File: config.mk
export PLATFORM = sky130hd
export DESIGN_NAME = mem_window_decode
export DESIGN_NICKNAME = d
export VERILOG_FILES = /design/src/logic/shell_pkg.sv /design/src/logic/mem_window_decode.sv
export SDC_FILE = /design/constraint.sdc
export NUM_CORES = 1
export LEC_CHECK = 0
export BUFFER_PORTS_ARGS = -buffer_cell sky130_fd_sc_hd__buf_4
export CORE_MARGIN = 2
export CORE_UTILIZATION = 40
export DETAILED_ROUTE_END_ITERATION = 7
export PLACE_DENSITY_LB_ADDON = 0.12
export SYNTH_ARGS = -nofsm -noshare
export SYNTH_HDL_FRONTEND = slang
export SYNTH_SLANG_ARGS = --single-unit
File: constraint.sdc
create_clock -name vclk -period 3.2
set_input_delay 0.16 -clock vclk [all_inputs]
set_output_delay 0.16 -clock vclk [all_outputs]
set_load 0.05 [all_outputs]
File: src/logic/shell_pkg.sv
package shell_pkg;

    // ------------------------------
    // Widths with a meaning
    // ------------------------------
    typedef logic [27:0] byte_addr_t;
    typedef logic [63:0] word_t;
    typedef logic [7:0]  strb_t;
    typedef logic [1:0]  resp_t;
    typedef logic [14:0] vox_addr_t;
    typedef logic [9:0]  mem_index_t;
    typedef logic [17:0] pixel_index_t;
    typedef logic [23:0] rgb_t;
    typedef logic [31:0] count_t;
    typedef logic [15:0] coord_t;

    // Response codes
    localparam resp_t RESP_OKAY   = 2'd0;
    localparam resp_t RESP_SLVERR = 2'd2;

    // ------------------------------
    // Address map
    // ------------------------------
    // Voxel window at the bottom, 256 KiB
    localparam byte_addr_t VOX_WIN_BYTES = 28'h004_0000;
    // BAR1 aliases the low space from 16 MiB up
    localparam byte_addr_t BAR1_BASE     = 28'h100_0000;
    // SDRAM words sit directly above the voxel window
    localparam byte_addr_t MEM_BASE      = VOX_WIN_BYTES;
    localparam int         MEM_WORDS     = 1024;

    // Screen geometry of the pixel stream
    localparam int SCREEN_WIDTH  = 480;
    localparam int SCREEN_HEIGHT = 360;
    localparam int TOTAL_PIXELS  = SCREEN_WIDTH * SCREEN_HEIGHT;

    // Execute stage states, shared by both targets
    typedef enum logic [1:0] {
        IDLE,
        WRITE_RESP,
        READ_RESP
    } port_state_t;

endpackage

File: src/logic/mem_window_decode.sv
`timescale 1ns/1ps

module mem_window_decode (
    input  shell_pkg::byte_addr_t wr_addr,
    input  shell_pkg::byte_addr_t rd_addr,
    input  logic                  wr_valid,
    input  logic                  rd_valid,
    output logic                  vox_wr_valid,
    output logic                  vox_rd_valid,
    output logic                  mem_wr_valid,
    output logic                  mem_rd_valid,
    output logic                  wr_is_vox,
    output logic                  rd_is_vox,
    output shell_pkg::mem_index_t wr_index,
    output shell_pkg::mem_index_t rd_index,
    output logic                  wr_range_err,
    output logic                  rd_range_err,
    output shell_pkg::vox_addr_t  vox_addr
);
    import shell_pkg::*;

    byte_addr_t wr_off;
    byte_addr_t rd_off;

    // Byte offset into SDRAM with BAR1 folded down first
    // A BAR1 offset below the SDRAM base wraps to a huge value and fails the range check
    function automatic byte_addr_t mem_offset(input byte_addr_t addr);
        byte_addr_t local_addr;
        local_addr = (addr >= BAR1_BASE) ? addr - BAR1_BASE : addr;
        return local_addr - MEM_BASE;
    endfunction

    // ------------------------------
    // Classification
    // ------------------------------
    assign wr_is_vox = (wr_addr < VOX_WIN_BYTES);
    assign rd_is_vox = (rd_addr < VOX_WIN_BYTES);

    assign wr_off = mem_offset(wr_addr);
    assign rd_off = mem_offset(rd_addr);

    assign wr_index     = mem_index_t'(wr_off >> 3);
    assign rd_index     = mem_index_t'(rd_off >> 3);
    assign wr_range_err = (wr_off >> 3) >= byte_addr_t'(MEM_WORDS);
    assign rd_range_err = (rd_off >> 3) >= byte_addr_t'(MEM_WORDS);

    // Voxel word address from byte address bits 17..3
    assign vox_addr = wr_addr[17:3];

    // Each valid goes to exactly one target
    assign vox_wr_valid = wr_valid && wr_is_vox;
    assign mem_wr_valid = wr_valid && !wr_is_vox;
    assign vox_rd_valid = rd_valid && rd_is_vox;
    assign mem_rd_valid = rd_valid && !rd_is_vox;

endmodule

==> results.cfg <==
[floorplan]
core_area_sq_um = 2230
fp.dieH_microns = 53.0
row_count = 17
start_util_pct = 43.0
ios = 101
die-area_sq_um = 2810
chipWidth_microns = 53.0

[route]
first_iter_violations = 7
ant_nets = 0
drc = 0
drt_pass1_iterations = 4
drt_wl_total_microns = 2760
dr_total_vias = 1190
vias_per_cell = 5.27
wl_per_cell_microns = 12.2

[yosys]
yosysMostFrequentCell = buf_4
synth.area.mux_share_pct = 1.04
synth_simple_gate_area_share_pct = 32.3
syn-instance-count = 132
synthTopCellsByArea = buf_4, ha_1, nor2_1
synth.distinct_cells = 38
synthAdderAreaFrac_pct = 16.8
synth_area_sq_um = 960
ys_warn_count = 0
synth_top_family_by_area = simple AND/OR/NAND/NOR gates
synth_compound_area_share_pct = 15.3
synth_common_cells = buf_4, ha_1, nor2_1
synth.avg_cell_area_sq_um = 7.27
yosysSeqAreaShare_pct = 0
synth_largest_area_cell = buf_4
synth_xor_xnor_area_share_pct = 3.65
yosysTopAreaCellShare_pct = 27.4
synth_nets = 202

[placement]
pre_cts_slack_ps = 1090
numPlacedInstances = 226
dp_hpwl_microns = 2490
gp_congestion = 0.806
numPortBuffers = 101

[layout]
clock_buffers = 0
nFlopsAndLatches = 0
antenna_cells = 0
multi_input_area_sq_um = 663
fin_nets = 270
fillers = 214
utilization_pct = 66.7
area_growth_syn_to_layout_pct = 55.3
regArea_sq_um = 0
stdcell_count = 226
drive_gt1_share_pct = 54.5

[pwr]
power.density_nw_per_um2 = 167
p_leak_nw = 0.754
vdd_drop_max_v = 0.000134

[sta]
fmax_mhz = 476
finalSetupViolations = 0
finalCriticalPeriod_ps = 2100
worst_pin_slew_ps = 515
slew_violations = 0
hold_viol = 0
finalCritPeriodShare_pct = 65.6
max_slew_margin_pct = 65.4
rsz0062_at_grt = false
layout_setup_ws_ps = 1100
tns_ps = 0

[grt]
grt_remaining_overflow = 0
use_met1_pct = 21.7
grt_pass1_vias = 985
grt_pass1_wl_microns = 3960
met3_usage_pct = 1.41
antenna_found_initial = 0
grt_use_met2_pct = 33.8
track_usage_pct = 17.5
grt.busiest_layer = met2
grt_max_degree = 8

[worst_setup_path]
start_kind = primary input
cpMaxStageDelayCell = nor4_1
cp-endpoint = wr_range_err
worstPathRequired_ps = 3040
end_kind = primary output
crit_top_cell = buf_4
crit_type = primary input to primary output
cp.arrival_ps = 1940
crit_chain = buf_4 -> inv_1 -> ha_1 -> nor4b_1 -> nand4_2 -> nor4_1 -> a211oi_1 -> o311ai_1 -> buf_4
critPathLaunch = wr_addr[19]
cp_max_fo = 3
cpPeakStageDelay_ps = 330

[flow_run]
drv_cap = 0

[clock_network]
cts_setup_buffers = 0
hold_buffers = 0
cts_resized = 0

[worst_hold_path]
hold_path_class = primary input to primary output

[run_status]
status = finished, final reports clean
[layout make-up]
class | count | share of cell area (%)
tap | 28 | 2.35
multi-input combinational | 88 | 44.5
inverter | 9 | 2.27
timing repair buffer | 101 | 50.9
[kinds of logic (layout without fill, tap and decap cells)]
family | count (synthesis) | after routing
buffers and inverters | 44 | 110
AND/OR/NAND/NOR | 51 | 51
multiplexers | 1 | 1
adder cells (fa/ha/maj) | 13 | 13
XOR/XNOR | 4 | 4
AO/OA/AOI/OAI | 19 | 19
[worst min path at each step]
stage                start           end  slack (ps)  cells after the start
2_1_floorplan   rd_addr[3]   rd_index[0]         490                      1
3_3_place_gp   wr_addr[15]  vox_addr[12]         580                      2
3_5_place_dp   wr_addr[17]  vox_addr[14]         580                      2
4_1_cts        wr_addr[17]  vox_addr[14]         580                      2
5_1_grt        wr_addr[17]  vox_addr[14]         590                      2
6_report       wr_addr[17]  vox_addr[14]         580                      2
[cells in the final DEF, fill, tap and decap left out, types with 2 or more instances in the layout]
master,synthesis,routed
buf_4,35,101
ha_1,12,12
nor2_1,11,11
inv_1,9,9
nor3_1,6,6
nand2_1,5,5
a21oi_1,5,5
nand3_1,5,5
nor4b_1,4,4
nor2b_1,3,3
nor4_1,3,3
nand4_1,3,3
xnor2_1,3,3
nand2b_1,2,2
and2_1,2,2
a21o_1,2,2
[layer usage]
layer  up-vias  wire length (microns)
met4         0                     13
li1        571                      -
met5         -                      0
met2        64                   1420
met3         2                    277
met1       553                   1040
[worst max-delay path, delay by kind of cell]
family / cells / cell delay, ps
fa+ha+maj: 1 / 160
compound gates: 2 / 350
simple gates: 3 / 810
buf+inv: 3 / 470
[stage by stage]
step / power (mW) / cell area [sq um] / hold WS [ps]
3_5_place_dp: 0.249 / 1490 / 583
4_1_cts: 0.250 / 1490 / 584
6_report: 0.249 / 1490 / 583
5_1_grt: 0.263 / 1490 / 587
3_3_place_gp: 0.246 / 1490 / 583
2_1_floorplan: 0.164 / 960 / 487
[where the power goes]
group | switching, mW | internal, mW | total, mW
clock network | 0 | 0 | 0
logic | 0.151 | 0.0979 | 0.249
registers | 0 | 0 | 0
(Power assumes the default switching activity.)
