===== src/logic/shell_pkg.sv =====
package shell_pkg;

    // ------------------------------
    // Widths with a meaning
    // ------------------------------
    typedef logic [27:0] byte_addr_t;
    typedef logic [63:0] word_t;
    typedef logic [7:0]  strb_t;
    typedef logic [1:0]  resp_t;
    typedef logic [14:0] vox_addr_t;
    typedef logic [9:0]  mem_index_t;
    typedef logic [17:0] pixel_index_t;
    typedef logic [23:0] rgb_t;
    typedef logic [31:0] count_t;
    typedef logic [15:0] coord_t;

    // Response codes
    localparam resp_t RESP_OKAY   = 2'd0;
    localparam resp_t RESP_SLVERR = 2'd2;

    // ------------------------------
    // Address map
    // ------------------------------
    // Voxel window at the bottom, 256 KiB
    localparam byte_addr_t VOX_WIN_BYTES = 28'h004_0000;
    // BAR1 aliases the low space from 16 MiB up
    localparam byte_addr_t BAR1_BASE     = 28'h100_0000;
    // SDRAM words sit directly above the voxel window
    localparam byte_addr_t MEM_BASE      = VOX_WIN_BYTES;
    localparam int         MEM_WORDS     = 1024;

    // Screen geometry of the pixel stream
    localparam int SCREEN_WIDTH  = 480;
    localparam int SCREEN_HEIGHT = 360;
    localparam int TOTAL_PIXELS  = SCREEN_WIDTH * SCREEN_HEIGHT;

    // Execute stage states, shared by both targets
    typedef enum logic [1:0] {
        IDLE,
        WRITE_RESP,
        READ_RESP
    } port_state_t;

endpackage


===== src/logic/pixel_stream_monitor.sv =====
`timescale 1ns/1ps

module pixel_stream_monitor (
    input  logic                    clk,
    input  logic                    rst_n,
    input  logic                    pixel_write_en,
    input  shell_pkg::pixel_index_t pixel_addr,
    input  logic [31:0]             pixel_word,
    output shell_pkg::rgb_t         tdata,
    output logic                    tvalid,
    output logic                    tuser,
    output logic                    tlast,
    output shell_pkg::count_t       beat_count,
    output shell_pkg::count_t       frame_count,
    output shell_pkg::coord_t       line_count,
    output shell_pkg::coord_t       pixel_in_line
);
    import shell_pkg::*;

    logic line_end;

    // ------------------------------
    // Stream formation
    // ------------------------------
    // Upper byte of the pixel word is not part of the colour
    assign tdata  = pixel_word[23:0];
    assign tvalid = pixel_write_en;
    // Frame markers only on real beats
    assign tuser  = pixel_write_en && (pixel_addr == pixel_index_t'(0));
    assign tlast  = pixel_write_en && (pixel_addr == pixel_index_t'(TOTAL_PIXELS - 1));

    // Last column of the current line
    assign line_end = (pixel_in_line == coord_t'(SCREEN_WIDTH - 1));

    // ------------------------------
    // Beat, frame and line counters
    // ------------------------------
    always_ff @(posedge clk or negedge rst_n) begin
        if (!rst_n) begin
            beat_count    <= '0;
            frame_count   <= '0;
            line_count    <= '0;
            pixel_in_line <= '0;
        end else if (tvalid) begin
            beat_count <= beat_count + 1'b1;
            if (tlast) begin
                frame_count <= frame_count + 1'b1;
            end
            if (tuser) begin
                // First pixel of a frame already counts as column one
                pixel_in_line <= coord_t'(1);
                line_count    <= '0;
            end else if (line_end) begin
                pixel_in_line <= '0;
                line_count    <= line_count + 1'b1;
            end else begin
                pixel_in_line <= pixel_in_line + 1'b1;
            end
        end
    end

    assert property (@(posedge clk) disable iff (!rst_n) !(tuser && tlast))
        else $error("tuser and tlast high on the same beat");

endmodule


===== config.mk =====
export PLATFORM = sky130hd
export DESIGN_NAME = pixel_stream_monitor
export DESIGN_NICKNAME = d
export VERILOG_FILES = /design/src/logic/shell_pkg.sv /design/src/logic/pixel_stream_monitor.sv
export SDC_FILE = /design/constraint.sdc
export NUM_CORES = 1
export LEC_CHECK = 0
export ABC_CLOCK_PERIOD_IN_PS = 2500
export BUFFER_PORTS_ARGS = -buffer_cell sky130_fd_sc_hd__buf_2
export CORE_UTILIZATION = 30
export CTS_CLUSTER_SIZE = 12
export DETAILED_ROUTE_END_ITERATION = 8
export HOLD_SLACK_MARGIN = 0.12
export SYNTH_ARGS = -nofsm -noshare
export SYNTH_HDL_FRONTEND = slang
export SYNTH_SLANG_ARGS = --single-unit

===== constraint.sdc =====
create_clock -name clk -period 2.5 [get_ports clk]
set_input_delay 0.125 -clock clk [delete_from_list [all_inputs] [get_ports clk]]
set_output_delay 0.125 -clock clk [all_outputs]
set_load 0.02 [all_outputs]

==> results_dict.tcl <==
set metrics [dict create \
    start_util 0.311 \
    grt_use_total 0.145 \
    hpwl_mm 8.40 \
    rsz0062_at_grt "no" \
    antenna_left 0 \
    post-synth-top-count-cell "dfrtp_1" \
    synth_area_leaders "dfrtp_1 50%, xnor2_1 10%, xor2_1 5.7%" \
    fin_nets 638 \
    route.detailed.drc 0 \
    io_buffers 119 \
    grt_antenna_before_repair 0 \
    post-route-period-util 0.926 \
    ir_drop_mv 0.285 \
    async_flop_share 1.00 \
    cpMaxStageDelayCell "or4b_2" \
    routedWlPerCell_um 14.2 \
    dpl-instance-area_mm2 0.00551 \
    drv_cap 0 \
    postCtsHoldBufs 1 \
    reg2reg_depth 5 \
    tightestPinTransition_ns 0.546 \
    synth-xor-area-share 0.161 \
    hold_path_end "tdata[10]" \
    end_kind "flop" \
    r2r-start "pixel_in_line[12]" \
    crit_path_max_fanout 9 \
    synthSimpleGateAreaFrac 0.256 \
    critPathRequiredTime_ns 2.73 \
    grt_pass1_vias 3798 \
    cts_max_path_buffers 2 \
    hold_class "in -> out" \
    hp-start "pixel_word[10]" \
    h-tree-depth 3 \
    diodes 0 \
    crit_arrival_ns 2.55 \
    cts_tree "built" \
    final_area_mm2 0.00580 \
    skew_ns 0.0107 \
    syn-instance-count 473 \
    fmax_mhz 432 \
    crit_path_start_kind "flop" \
    gp_congestion 0.845 \
    synth_cell_type_count 40 \
    clk_transition_reported_paths_ns 0.07 \
    grt_max_degree 56 \
    rows 45 \
    final.setup.tns_ns 0 \
    ioPinCount 176 \
    synth_edf_count 0 \
    syn_avg_cell_area_um2 10.1 \
    synth_top_area_share 0.503 \
    worst_path_largest_cell_delay_ns 0.70 \
    final-setup-viol-count 0 \
    hold_viol_final 0 \
    p_leak_nw 2.80 \
    cp_cell_sequence "or4b_2, or4_4, nor4_1, xnor2_1, nor2_2" \
    synth_top_area_cell "dfrtp_1" \
    drive_above_1_share 0.265 \
    vias_per_cell 4.79 \
    area_growth_pct 21.4 \
    clock_sinks 96 \
    slew_headroom 0.632 \
    ys_ff_latch 96 \
    r2r_end "line_count[14]" \
    synth_compound_area_frac 0.00996 \
    cts-root-buf "clkbuf_16" \
    hold_path_depth 0 \
    synth_top_family_by_area "simple AND/OR/NAND/NOR gates" \
    clock_latency_ns 0.35 \
    r2r_setup_slack_ns 0.19 \
    ys.flop_type "dfrtp_1" \
    num-fill-cells 1583 \
    drt_iter0_drc 199 \
    cts_setup_buffers 0 \
    syn_area_mm2 0.00478 \
    worstSetupPathType "reg -> reg" \
    dr.pass1.iters 4 \
    routed_wl_mm 11.3 \
    outcome "complete, no violations" \
    die-area_mm2 0.0164 \
    grt_overflow_total 0 \
    vias 3810 \
    synth_common_cells "96 x dfrtp_1, 57 x xnor2_1, 52 x nor2_1, 44 x nand2_1, 33 x nand4_1" \
    slew_violations 0 \
    synth_fa_ha_area_frac 0.0105 \
    yosys_warnings 0 \
    p_per_area_mw_per_mm2 630 \
    cts_buffers 9 \
    post_cts_resized 0 \
    muxShareOfSynthArea 0.00472 \
    die_h_um 128 \
    grt_pass1_wl_mm 18.7 \
    die_x_um 128 \
    core_mm2 0.0154 \
    yosysSeqAreaShare 0.503 \
    syn-num-nets 530 \
    period_minus_slack_ns 2.31 \
]
[area by class of cell]
type / instances / area, µm² / area share
Clock buffer: 10 / 239 / 0.0412
Clock inverter: 5 / 40.0 / 0.00690
Sequential cell: 96 / 2400 / 0.414
Multi-Input combinational cell: 335 / 2120 / 0.366
Timing Repair Buffer: 131 / 703 / 0.121
Tap cell: 211 / 264 / 0.0455
Inverter: 8 / 30.0 / 0.00518
[flip-flops by register name, indices dropped and copies added (netlist names)]
signal / flops
beat_count: 32
frame_count: 32
line_count: 16
pixel_in_line: 16
[how the worst max path moves through the flow]
stage,startpoint,endpoint,cells after the start,slack [ns]
floorplan,pixel_in_line[11],line_count[13],6,0.16
global placement,pixel_in_line[11],line_count[14],5,0.21
detailed placement,pixel_in_line[11],line_count[14],5,0.19
CTS,pixel_in_line[11],line_count[14],5,0.19
global route,pixel_in_line[12],line_count[14],5,0.08
finish,pixel_in_line[12],line_count[14],5,0.19
[layer usage]
metal  share of wire  track usage  wire (µm)  up-vias
met1            0.46        0.180       5190     1870
met2            0.48        0.242       5400      106
met4           0.014       0.0519        153        0
met3           0.049       0.0363        553       15
li1                -            -          -     1819
met5               0            0          0        -
[report_power, final]
group	leakage (nW)	internal (mW)	switching [mW]
Combinational	1.39	0.199	0.321
Sequential	1.28	1.66	0.163
Clock	0.128	0.704	0.613
Total	2.80	2.56	1.10
[placed cells by master, fill, tap and decap left out, drive strengths merged, types with 7 or more instances in the layout]
master / instances
and3: 14
xnor2: 57
nor3: 12
and4: 7
nand3: 32
buf: 130
nor4: 13
inv: 10
nand4: 33
dfrtp: 96
nor2: 54
nand2: 44
clkbuf: 10
xor2: 31
[metrics by stage]
step	hold slack (ns)	worst slack, ns	std cells	util	total power, mW
after floorplan	-0.171	0.155	473	-	2.18
after global placement	0.147	0.214	780	0.358	2.36
after detailed placement	0.157	0.191	780	0.358	2.37
after CTS	0.250	0.186	796	0.377	3.72
after global routing	0.250	0.0765	796	0.377	3.84
final	0.250	0.186	796	0.377	3.66
[critical path: cells and delay by family (launching register included)]
kind | cells | cell delay (ns)
AND/OR/NAND/NOR | 4 | 1.58
flip-flops | 1 | 0.44
XOR/XNOR | 1 | 0.18
[kinds of logic (layout without fill, tap and decap cells)]
group	Yosys count	in the layout
and+or+nand+nor	234	234
DFF	96	96
xor gates and xnor gates	88	88
buffers and inverters	42	154
AOI/OAI and AO/OA	7	7
adders and majority gates	4	4
muxes	2	2
Note: power is estimated with default switching activity, not from simulation.
