File: src/logic/shell_pkg.sv
package shell_pkg;

    // ------------------------------
    // Widths with a meaning
    // ------------------------------
    typedef logic [27:0] byte_addr_t;
    typedef logic [63:0] word_t;
    typedef logic [7:0]  strb_t;
    typedef logic [1:0]  resp_t;
    typedef logic [14:0] vox_addr_t;
    typedef logic [9:0]  mem_index_t;
    typedef logic [17:0] pixel_index_t;
    typedef logic [23:0] rgb_t;
    typedef logic [31:0] count_t;
    typedef logic [15:0] coord_t;

    // Response codes
    localparam resp_t RESP_OKAY   = 2'd0;
    localparam resp_t RESP_SLVERR = 2'd2;

    // ------------------------------
    // Address map
    // ------------------------------
    // Voxel window at the bottom, 256 KiB
    localparam byte_addr_t VOX_WIN_BYTES = 28'h004_0000;
    // BAR1 aliases the low space from 16 MiB up
    localparam byte_addr_t BAR1_BASE     = 28'h100_0000;
    // SDRAM words sit directly above the voxel window
    localparam byte_addr_t MEM_BASE      = VOX_WIN_BYTES;
    localparam int         MEM_WORDS     = 1024;

    // Screen geometry of the pixel stream
    localparam int SCREEN_WIDTH  = 480;
    localparam int SCREEN_HEIGHT = 360;
    localparam int TOTAL_PIXELS  = SCREEN_WIDTH * SCREEN_HEIGHT;

    // Execute stage states, shared by both targets
    typedef enum logic [1:0] {
        IDLE,
        WRITE_RESP,
        READ_RESP
    } port_state_t;

endpackage

File: src/logic/voxel_window_port.sv
`timescale 1ns/1ps

module voxel_window_port (
    input  logic                 clk,
    input  logic                 rst_n,
    input  logic                 wr_valid,
    input  logic                 rd_valid,
    input  shell_pkg::vox_addr_t vox_addr_in,
    input  shell_pkg::word_t     wdata,
    input  logic                 bready,
    input  logic                 rready,
    output logic                 wr_ready,
    output logic                 rd_ready,
    output logic                 bvalid,
    output logic                 rvalid,
    output logic                 vox_we,
    output shell_pkg::vox_addr_t vox_addr,
    output shell_pkg::word_t     vox_data
);
    import shell_pkg::*;

    port_state_t state;
    logic        wr_accept;
    logic        rd_accept;

    // Write wins when both arrive in the same cycle
    assign wr_ready  = (state == IDLE);
    assign rd_ready  = (state == IDLE) && !wr_valid;
    assign wr_accept = wr_valid && wr_ready;
    assign rd_accept = rd_valid && rd_ready;

    // ------------------------------
    // Response FSM and store strobe
    // ------------------------------
    always_ff @(posedge clk or negedge rst_n) begin
        if (!rst_n) begin
            state  <= IDLE;
            vox_we <= 1'b0;
        end else begin
            vox_we <= wr_accept;
            case (state)
                IDLE: begin
                    if (wr_accept) begin
                        state <= WRITE_RESP;
                    end else if (rd_accept) begin
                        state <= READ_RESP;
                    end
                end
                WRITE_RESP: begin
                    if (bready) begin
                        state <= IDLE;
                    end
                end
                READ_RESP: begin
                    if (rready) begin
                        state <= IDLE;
                    end
                end
                default: state <= IDLE;
            endcase
        end
    end

    // Store address and data, captured with the strobe
    always_ff @(posedge clk) begin
        if (wr_accept) begin
            vox_addr <= vox_addr_in;
            vox_data <= wdata;
        end
    end

    // Always OKAY here; reads carry zero data from the top
    assign bvalid = (state == WRITE_RESP);
    assign rvalid = (state == READ_RESP);

    assert property (@(posedge clk) disable iff (!rst_n) vox_we |=> !vox_we)
        else $error("vox_we held for more than one cycle");

endmodule

File: config.mk
export PLATFORM = sky130hd
export DESIGN_NAME = voxel_window_port
export DESIGN_NICKNAME = d
export VERILOG_FILES = /design/src/logic/shell_pkg.sv /design/src/logic/voxel_window_port.sv
export SDC_FILE = /design/constraint.sdc
export NUM_CORES = 1
export LEC_CHECK = 0
export BUFFER_PORTS_ARGS = -buffer_cell sky130_fd_sc_hd__buf_4
export CORE_MARGIN = 2
export CORE_UTILIZATION = 44
export CTS_BUF_LIST = sky130_fd_sc_hd__clkbuf_4 sky130_fd_sc_hd__clkbuf_8 sky130_fd_sc_hd__clkbuf_16
export CTS_CLUSTER_SIZE = 30
export DETAILED_ROUTE_END_ITERATION = 10
export HOLD_SLACK_MARGIN = 0.06
export PLACE_DENSITY = 0.83
export SYNTH_ARGS = -nofsm -noshare
export SYNTH_HDL_FRONTEND = slang
export SYNTH_SLANG_ARGS = --single-unit
File: constraint.sdc
create_clock -name clk -period 17 [get_ports clk]
set_clock_uncertainty 0.2 [all_clocks]
set_input_delay 3.4 -clock clk [delete_from_list [all_inputs] [get_ports clk]]
set_output_delay 3.4 -clock clk [all_outputs]
set_load 0.01 [all_outputs]
==> metrics.md, run 1 <==
| Metric | Value |
|---|---|
| Starting DRC count in detailed routing | 60 |
| Peak Freq | 134 MHz |
| Post-CTS Setup Bufs | 0 |
| Mapped Area | 2500 um2 |
| Fin. max-slew vios | 0 |
| DIE HEIGHT | 79.4 um |
| Via count | 1568 |
| Maximum VDD drop | 0.000111 V |
| Most used cell, CP | buf_4 |
| Final non-filler cell total | 350 |
| Setup_tns | 0 ns |
| CTS H-tree lvls | 3 |
| Final min period | 7.45 ns |
| DP Cell Count | 334 |
| Status | complete, no violations |
| Placer Congestion | 0.729 |
| Final hold violation count | 0 |
| Post_cts resized | 0 |
| DR WL/cell | 18.0 um |
| Die X | 79.4 um |
| First-pass GRT wire length | 9.02 mm |
| Syn. warnings | 0 |
| Dpl ws | 9.56 ns |
| Cells after synthesis | 92 |
| Port bufs | 168 |
| Clk Latency, worst-skew pair | 0.34 ns |
| CTS root buf | clkbuf_8 |
| WP data arrival | 3.85 ns |
| Die footprint | 6310 um2 |
| Remaining DRCs | 0 |
| Net Count, Synth | 177 |
| Fin util | 75.1% |
| Ant. Diodes | 0 |
| Setup crit end kind | output pin |
| Gr usage total | 20.5% |
| Row cnt | 27 |
| Vias in the first global route | 1707 |
| Io pins | 169 |
| Worst Hold Slack | 0.406 ns |
| Hold Path Class | register to register |
| Max Fanout on Critical Path | 3 |
| Final worst-path setup slack | 9.55 ns |
| Layout cells sized above 1 | 66.9% |
| CP top delay family | buffers and inverters |
| Count of final setup violators | 0 |
| Congestion Overflow GR | 0 |
| Sequential area share after synthesis | 97.8% |
| Critical path buffer and inverter count | 2 |
| Slowest cell delay on critical path | 0.18 ns |
| Clock slew seen by the registers of the worst setup and hold paths | 0.08 ns |
| Worst path required time | 13.40 ns |
| Unrepaired setup endpoints after global routing | no |
| CTS sink cnt | 82 |
| Fin crit share | 43.8% |
| Largest net degree at the start of global routing | 45 |
| MaxCap Viol Count | 0 |
| HPWL after DPL | 4.70 mm |
| Critical path's slowest cell | nor3_1 |
| Drt pass-1 iters | 4 |
| Leakage | 1.75 nW |
| Placeable Area | 5510 um2 |
| Critical path class | primary input to output pin |
| Count of cell types in the netlist | 8 |
| CP Cell Sequence | buf_4 > nor3_1 > buf_4 |
| Post-CTS Hold Buffers | 0 |
| Antenna violations before repair | 0 |
| Worst setup SP type | primary input |
| Detail Route Antenna Nets | 0 |
| Rel. slew slack | 64.4% |
| Area delta synth->final | 65.2% |
| CTS tree | yes |
| Seq cells post-synth | 82 |
| Cts bufs inserted | 9 |
| Mean post-synth cell area | 27.2 um2 |
| Power Density | 133 nW/um2 |
| Routed wire length | 6.30 mm |
| Fin nets | 358 |
| Post-DR vias/cell | 4.48 |
| Least-Margin Pin Slew | 0.534 ns |
| Bufs on Longest Clock Path | 2 |
| Initial Util | 45.4% |
-- stage by stage --
step                power (mW)  area (um2)
finish                   0.551        4130
global route             0.570        4130
CTS                      0.556        4130
detailed placement       0.378        3870
global placement         0.374        3870
floorplan                0.315        2500
-- sequential cells by signal, summed over array words and instances (netlist names) --
| register | count |
|---|---|
| state | 2 |
| vox_we | 1 |
| vox_data | 64 |
| vox_addr | 15 |
-- Yosys cell counts --
master	count	area, um2
a211oi_1	1	7.51
a32o_1	1	10.0
dfrtp_1	3	75.1
edfxtp_1	79	2370
inv_1	2	7.51
nor2_1	2	7.51
nor2b_1	2	12.5
nor3_1	2	10.0
-- area by class of cell --
class | instances | area (um2)
Clock inverter | 6 | 129
Clock buffer | 10 | 131
Tap cell | 72 | 90.1
Inverter | 2 | 7.51
Multi-Input combinational cell | 8 | 52.6
Fill cell | 336 | 1370
Sequential cell | 82 | 2450
Timing Repair Buffer | 170 | 1280
-- final timing paths --
kind                          start            to  slack, ns  cells past startpoint
max in group asynchronous     rst_n        vox_we      13.87                      1
setup / recovery           wr_valid      rd_ready       9.55                      3
min in group asynchronous     rst_n      state[1]       2.64                      1
hold reg to reg            state[1]      state[0]       0.41                      1
setup reg to reg           state[0]  vox_addr[10]      15.24                      2
hold / removal             state[1]      state[0]       0.41                      1
-- report_power, final --
group          leakage (nW)  internal (mW)  switching, mW
Clock                 0.131          0.113         0.0635
Sequential            0.776          0.262         0.0112
Combinational         0.844         0.0501         0.0509
-- cell families after synthesis --
kind of cell / count (synthesis) / synth area share, %
compound gates: 2 / 0.700
simple gates: 6 / 1.20
flops: 82 / 97.8
buf+inv: 2 / 0.300
-- routing by layer --
| layer | GRT usage (%) | vias up | share of wire (%) | routed length, um |
|---|---|---|---|---|
| li1 | - | 726 | - | - |
| met1 | 19.7 | 729 | 31 | 1960 |
| met2 | 35.6 | 98 | 54 | 3430 |
| met3 | 11.0 | 15 | 12 | 766 |
| met4 | 10.2 | 0 | 2.3 | 144 |
| met5 | 0 | - | 0 | 0 |
-- placed cells by master, fill, tap and decap left out --
cell,count
nor2_1,2
nor3_2,1
clkbuf_4,1
bufinv_16,4
clkbuf_8,9
clkinv_1,1
buf_4,170
a32o_1,1
nor3_1,1
nor2b_1,2
edfxtp_1,79
dfrtp_1,3
a211oi_1,1
inv_1,2
clkinv_2,1
Note: power is estimated with default switching activity, not from simulation.
==> run 2: changes to the inputs <==
Settings changed: ABC_AREA set to 1, CORE_UTILIZATION 44 to 41, PLACE_DENSITY 0.83 to 0.78.
Clock period 17 ns to 7.68 ns, I/O delays scaled along.
==> run 2 against run 1 <==
Effect of this change: sequential cell count stayed put; clock-buffer cell count is 1 lower; synthesized area is 0.25% higher; worst setup slack worse by 5.5 ns; global-route usage is 3.6 points lower; sequential share of layout area is 1.2 points higher; combinational power is 100% higher; critical endpoint unchanged; largest power group unchanged.
==> metrics.md, run 2 <==
| Metric | Value |
|---|---|
| Final worst-path setup slack | 4.04 ns (was 9.55 ns) |
| Post-CTS Hold Buffers | 0 (unchanged) |
| Commonest non-fill, non-tap cell in the layout | buf_4 (unchanged) |
| Final min period | 3.64 ns |
| Maximum VDD drop | 0.000279 V (was 0.000111 V) |
| Leakage | 1.73 nW (was 1.75 nW) |
| Largest area contributor in the netlist | edfxtp_1 (unchanged) |
| Cells after synthesis | 97 (was 92) |
| Final non-filler cell total | 357 (was 350) |
| First-pass GRT wire length | 7.79 mm (was 9.02 mm) |
| Rel. slew slack | 36.3% (was 64.4%) |
| Clock slew seen by the registers of the worst setup and hold paths | 0.08 ns (about the same) |
| Post-CTS Setup Bufs | 0 (unchanged) |
| Cts bufs inserted | 9 (unchanged) |
| Slowest cell delay on critical path | 0.13 ns (was 0.18 ns) |
| Worst setup SP type | primary input (unchanged) |
| Unrepaired setup endpoints after global routing | no (unchanged) |
| Sequential area share after synthesis | 97.6% (was 97.8%) |
| Routed wire length | 5.69 mm (was 6.30 mm) |
| Max Fanout on Critical Path | 3 (unchanged) |
| Critical path class | primary input to output pin (unchanged) |
| Power Density | 263 nW/um2 (was 133 nW/um2) |
| Net Count, Synth | 182 (was 177) |
| CP top delay family | buffers and inverters (unchanged) |
| Drt pass-1 iters | 4 (unchanged) |
| CTS root buf | clkbuf_8 (unchanged) |
| CP Cell Sequence | buf_4 > nor2_1 > buf_4 (was buf_4 > nor3_1 > buf_4) |
| Largest net degree at the start of global routing | 81 (was 45) |
| Count of cell types in the netlist | 8 (unchanged) |
| Die footprint | 6760 um2 (was 6310 um2) |
| CTS sink cnt | 82 (unchanged) |
| Row cnt | 28 (was 27) |
| Synth top area cells | edfxtp_1 95%, dfrtp_1 3.0%, inv_1 0.90% (was edfxtp_1 95%, dfrtp_1 3.0%, nor2b_1 0.50%) |
| Synth top cells by count | 79 x edfxtp_1, 6 x inv_1, 4 x nand2_1 (was 79 x edfxtp_1, 3 x dfrtp_1) |
| Setup_tns | 0 ns (unchanged) |
| DP Cell Count | 341 (was 334) |
| Fin nets | 362 (was 358) |
| CTS tree | yes (unchanged) |
| Die X | 82.2 um (was 79.4 um) |
| Setup crit end kind | output pin (unchanged) |
| Least-Margin Pin Slew | 0.955 ns (was 0.534 ns) |
| Top_reg_cell synth | edfxtp_1 (unchanged) |
| Number of synthesized flops with an enable pin | 79 (unchanged) |
| Leading registers by flop count | vox_data x64, vox_addr x15, state x2 (unchanged) |
| Top cell type's share of synthesized area | 94.6% (was 94.8%) |
| Post-DR vias/cell | 4.32 (was 4.48) |
| Layout cells sized above 1 | 66.3% (was 66.9%) |
| Worst Hold Slack | 0.383 ns (was 0.406 ns) |
| Area delta synth->final | 61.4% (was 65.2%) |
| Filler cells | 428 (was 336) |
| Most frequent cell after synthesis | edfxtp_1 (unchanged) |
| Biggest register | vox_data (unchanged) |
| MaxCap Viol Count | 0 (unchanged) |
| Dpl ws | 4.03 ns (was 9.56 ns) |
| Gr usage total | 16.9% (was 20.5%) |
| Most used cell, CP | buf_4 (unchanged) |
| WP data arrival | 1.91 ns (was 3.85 ns) |
| Design area | 4050 um2 (was 4130 um2) |
| Fin crit share | 47.4% |
| Final hold violation count | 0 (unchanged) |
| DR WL/cell | 15.9 um (was 18.0 um) |
| Placer Congestion | 0.737 (was 0.729) |
| Asr flop ratio synth | 3.66% (unchanged) |
| Clk Latency, worst-skew pair | 0.34 ns (about the same) |
| DIE HEIGHT | 82.2 um (was 79.4 um) |
| Count of final setup violators | 0 (unchanged) |
| Post_cts resized | 0 (unchanged) |
| Peak Freq | 275 MHz |
| Ant. Diodes | 0 (unchanged) |
| Via count | 1541 (was 1568) |
| Mean post-synth cell area | 25.9 um2 (was 27.2 um2) |
| Mapped Area | 2510 um2 (was 2500 um2) |
| Commonest non-fill, non-tap cells in the layout | 169 x buf_4, 79 x edfxtp_1, 9 x clkbuf_8 (was 170 x buf_4, 79 x edfxtp_1, 9 x clkbuf_8) |
| Syn. warnings | 0 (unchanged) |
| Bufs on Longest Clock Path | 2 (unchanged) |
| Starting DRC count in detailed routing | 33 (was 60) |
| Worst path required time | 5.94 ns (was 13.40 ns) |
| Port bufs | 168 (unchanged) |
| Placeable Area | 5920 um2 (was 5510 um2) |
| Vias in the first global route | 1584 (was 1707) |
| Congestion Overflow GR | 0 (unchanged) |
| Seq cells post-synth | 82 (unchanged) |
| Area after DPL | 3870 um2 (about the same) |
| HPWL after DPL | 4.30 mm (was 4.70 mm) |
| Io pins | 169 (unchanged) |
| Status | complete, no violations (unchanged) |
| Remaining DRCs | 0 (unchanged) |
| Initial Util | 42.4% (was 45.4%) |
| Fin. max-slew vios | 0 (unchanged) |
| Detail Route Antenna Nets | 0 (unchanged) |
| Max reg flops | 64 (unchanged) |
| Antenna violations before repair | 0 (unchanged) |
| Critical path's slowest cell | buf_4 (was nor3_1) |
| Critical path buffer and inverter count | 2 (unchanged) |
| CTS H-tree lvls | 3 (unchanged) |
| Hold Path Class | register to register (unchanged) |
-- run 2: cell count changes in the layout (fill, tap and decap cells not counted), sizes merged, moves of 2 or more --
cell	before	now
nor2b	2	0
clkinvlp	0	3
nor3	2	0
inv	2	7
bufinv	4	0
nand2	0	4
-- run 2: worst min-delay path: cells and delay by family, from the launching register on --
family,cells,cell delay (ns)
flops,1,0.38
simple gates,3,0.16
-- run 2: path summary, 6_finish.rpt --
kind	depth (start not counted)	slack, ns	to	from
max	3	4.04	rd_ready	wr_valid
min reg2reg	3	0.38	state[1]	state[1]
max in group asynchronous	1	6.42	state[0]	rst_n
max reg2reg	4	5.59	vox_addr[0]	state[0]
min	3	0.38	state[1]	state[1]
min in group asynchronous	1	0.77	state[1]	rst_n
-- run 2: power by group --
part / switching, mW / internal, mW
Sequential: 0.0171 / 0.571
Clock: 0.155 / 0.119
Combinational: 0.101 / 0.101
-- run 2: cell type report --
type,instances,area (um2),share of cell area (%)
clock inverter,7,53.8,1.33
inverter,6,22.5,0.556
clock buffer,9,124,3.06
sequential,82,2450,60.4
tap,75,93.8,2.32
timing repair buffer,169,1270,31.3
multi-input combinational,9,38.8,0.958
-- run 2: cells by family (layout without fill, tap and decap cells) --
kind of cell | after synthesis | after routing | share of synthesized area, %
AND/OR/NAND/NOR | 8 | 8 | 1.35
buffers and inverters | 6 | 191 | 0.898
flip-flops | 82 | 82 | 97.6
AO/OA/AOI/OAI | 1 | 1 | 0.199
-- run 2: metrics by stage --
step                total power [mW]  util (%)
floorplan                      0.669         -
global placement               0.798      65.4
detailed placement             0.804      65.4
CTS                             1.08      68.4
global route                    1.11      68.4
finish                          1.06      68.4
-- run 2: per-layer routing --
layer	share of wire, %	track usage, %	routed length, um
met1	32	16.6	1810
met2	52	26.5	2960
met3	14	10.5	793
met4	2.2	10.8	125
met5	0	0	0
==> run 3: changes to the inputs <==
Clock period 7.68 ns to 3.4 ns, I/O delays scaled along.
==> run 3 against run 2 <==
Effect of this change: worst setup slack got worse by 2.7 ns; first-iteration DRC count rose by 42%; clock-buffer cell count did not move; utilization rose by 0.61 points; wire length rose by 1.7%; combinational power rose by 130%; via count rose by 4.0%; critical path depth rose by 1; final cell count rose by 0.56%; die area did not move; sequential share of layout area fell by 0.54 points; critical path type is now register to register; critical endpoint is now vox_addr[2]; largest power group unchanged.
==> metrics.md, run 3 (synthesis gave the netlist of run 2 again) <==
| Metric | Value |
|---|---|
| Status | complete, no violations (unchanged) |
| Least-Margin Pin Slew | 0.651 ns (was 0.955 ns) |
| Via count | 1603 (was 1541) |
| Clk Latency, worst-skew pair | 0.32 ns (was 0.34 ns) |
| Power Density | 598 nW/um2 (was 263 nW/um2) |
| Post-CTS Setup Bufs | 0 (unchanged) |
| Hold Path Class | primary input to register (was register to register) |
| Flop pwr share | 54.3% (was 55.3%) |
| Die X | 82.2 um (unchanged) |
| Initial Util | 42.4% (unchanged) |
| CTS sink cnt | 82 (unchanged) |
| WP data arrival | 1.90 ns (was 1.91 ns) |
| DIE HEIGHT | 82.2 um (unchanged) |
| Fin nets | 364 (was 362) |
| Clock slew seen by the registers of the worst setup and hold paths | 0.08 ns (about the same) |
| Unrepaired setup endpoints after global routing | no (unchanged) |
| Die footprint | 6760 um2 (unchanged) |
| Placeable Area | 5920 um2 (unchanged) |
| Bufs on Longest Clock Path | 2 (unchanged) |
| Largest net degree at the start of global routing | 33 (was 81) |
| Placer Congestion | 0.731 (was 0.737) |
| Pwr Total | 2.44 mW (was 1.06 mW) |
| Rel. slew slack | 56.5% (was 36.3%) |
| Post-DR vias/cell | 4.47 (was 4.32) |
| P_int | 1.86 mW (was 0.791 mW) |
| Row cnt | 28 (unchanged) |
| Peak Freq | 478 MHz |
| CTS tree | yes (unchanged) |
| Ant. Diodes | 0 (unchanged) |
| Clk pwr share | 26.4% (was 25.7%) |
| Drt pass-1 iters | 4 (unchanged) |
| Commonest non-fill, non-tap cell in the layout | buf_4 (unchanged) |
| Routed wire length | 5.79 mm (was 5.69 mm) |
| Count of final setup violators | 0 (unchanged) |
| Leading registers by flop count | vox_data x64, vox_addr x15, state x2 (unchanged) |
| First-pass GRT wire length | 8.19 mm (was 7.79 mm) |
| Flop2flop setup slack | 1.31 ns (was 5.59 ns) |
| Switch share | 24.1% (was 25.7%) |
| Leakage | 1.75 nW (was 1.73 nW) |
| Final min period | 2.09 ns |
| Commonest non-fill, non-tap cells in the layout | 169 x buf_4, 79 x edfxtp_1, 9 x clkbuf_8 (unchanged) |
| Worst Hold Slack | 0.321 ns (was 0.383 ns) |
| Fin crit share | 61.5% |
| Max reg flops | 64 (unchanged) |
| Io pins | 169 (unchanged) |
| Starting DRC count in detailed routing | 47 (was 33) |
| DR WL/cell | 16.1 um (was 15.9 um) |
| Final hold violation count | 0 (unchanged) |
| MaxCap Viol Count | 0 (unchanged) |
| CTS root buf | clkbuf_8 (unchanged) |
| Filler cells | 410 (was 428) |
| Layout cells sized above 1 | 65.5% (was 66.3%) |
| Worst setup SP type | register (was primary input) |
| Power share of the combinational group | 19.3% (was 19.0%) |
| Critical path class | register to register (was primary input to output pin) |
| Area delta synth->final | 62.8% (was 61.4%) |
| Port bufs | 168 (unchanged) |
| HPWL after DPL | 4.55 mm (was 4.30 mm) |
| Setup_tns | 0 ns (unchanged) |
| Fin. max-slew vios | 0 (unchanged) |
| Gr usage total | 17.2% (was 16.9%) |
| Detail Route Antenna Nets | 0 (unchanged) |
| Biggest register | vox_data (unchanged) |
| Congestion Overflow GR | 0 (unchanged) |
| Vias in the first global route | 1683 (was 1584) |
| Remaining DRCs | 0 (unchanged) |
| Setup crit end kind | register (was output pin) |
| Cts bufs inserted | 9 (unchanged) |
| Max Fanout on Critical Path | 31 (was 3) |
| CTS H-tree lvls | 3 (unchanged) |
| Switching power | 0.588 mW (was 0.273 mW) |
| Antenna violations before repair | 0 (unchanged) |
| Worst path required time | 3.21 ns (was 5.94 ns) |
| Maximum VDD drop | 0.000397 V (was 0.000279 V) |
## run 3: through the flow
stage	setup WS [ns]	instance area, um2	cells	util [%]
2_1_floorplan	0.471	2510	97	-
3_3_place_gp	1.19	3890	342	65.7
3_5_place_dp	1.13	3890	342	65.7
4_1_cts	1.32	4090	359	69.0
5_1_grt	1.18	4090	359	69.0
6_report	1.31	4090	359	69.0
## run 3: final cells by class
class / count / area [um2] / share of cell area [%]
flip-flops and latches: 82 / 2450 / 59.9
repair buffers: 171 / 1300 / 31.8
clock buffers: 9 / 124 / 3.03
well taps: 75 / 93.8 / 2.30
clock inverters: 7 / 60.1 / 1.47
multi-input cells: 9 / 38.8 / 0.949
inverters: 6 / 22.5 / 0.551
## run 3: power groups by stage
stage          registers, mW  clock network (mW)  logic [mW]
4_1_cts                 1.33               0.663       0.478
5_1_grt                 1.34               0.700       0.509
3_5_place_dp            1.35                   0       0.477
2_1_floorplan           1.43                   0      0.0829
6_report                1.33               0.646       0.471
3_3_place_gp            1.35                   0       0.468
## run 3: what timing repair did
item                      4_1_cts  5_1_grt
hold endpoints to repair        3        0
hold buffers                    1        0
resized for setup               0        0
## run 3: path summary, 6_finish.rpt
kind / start / end / depth (start not counted)
max: state[0] / vox_addr[2] / 4
min: wdata[23] / vox_data[23] / 1
max reg2reg: state[0] / vox_addr[2] / 4
min reg2reg: state[1] / state[1] / 3
max in group asynchronous: rst_n / vox_we / 2
min in group asynchronous: rst_n / state[1] / 2
## run 3: worst max-delay path, stage by stage (launching register included)
cell	delay [ns]
dfrtp_1	0.40
nor2_2	0.18
nand2_1	0.10
inv_2	0.49
buf_4	0.38
## run 3: layer usage
layer / share of wire [%] / vias to the layer above / global-route usage (%)
met5: 0 / - / 0
met4: 1.2 / 0 / 7.50
met3: 14 / 7 / 10.7
met2: 55 / 94 / 29.1
met1: 30 / 767 / 16.6
li1: - / 735 / -
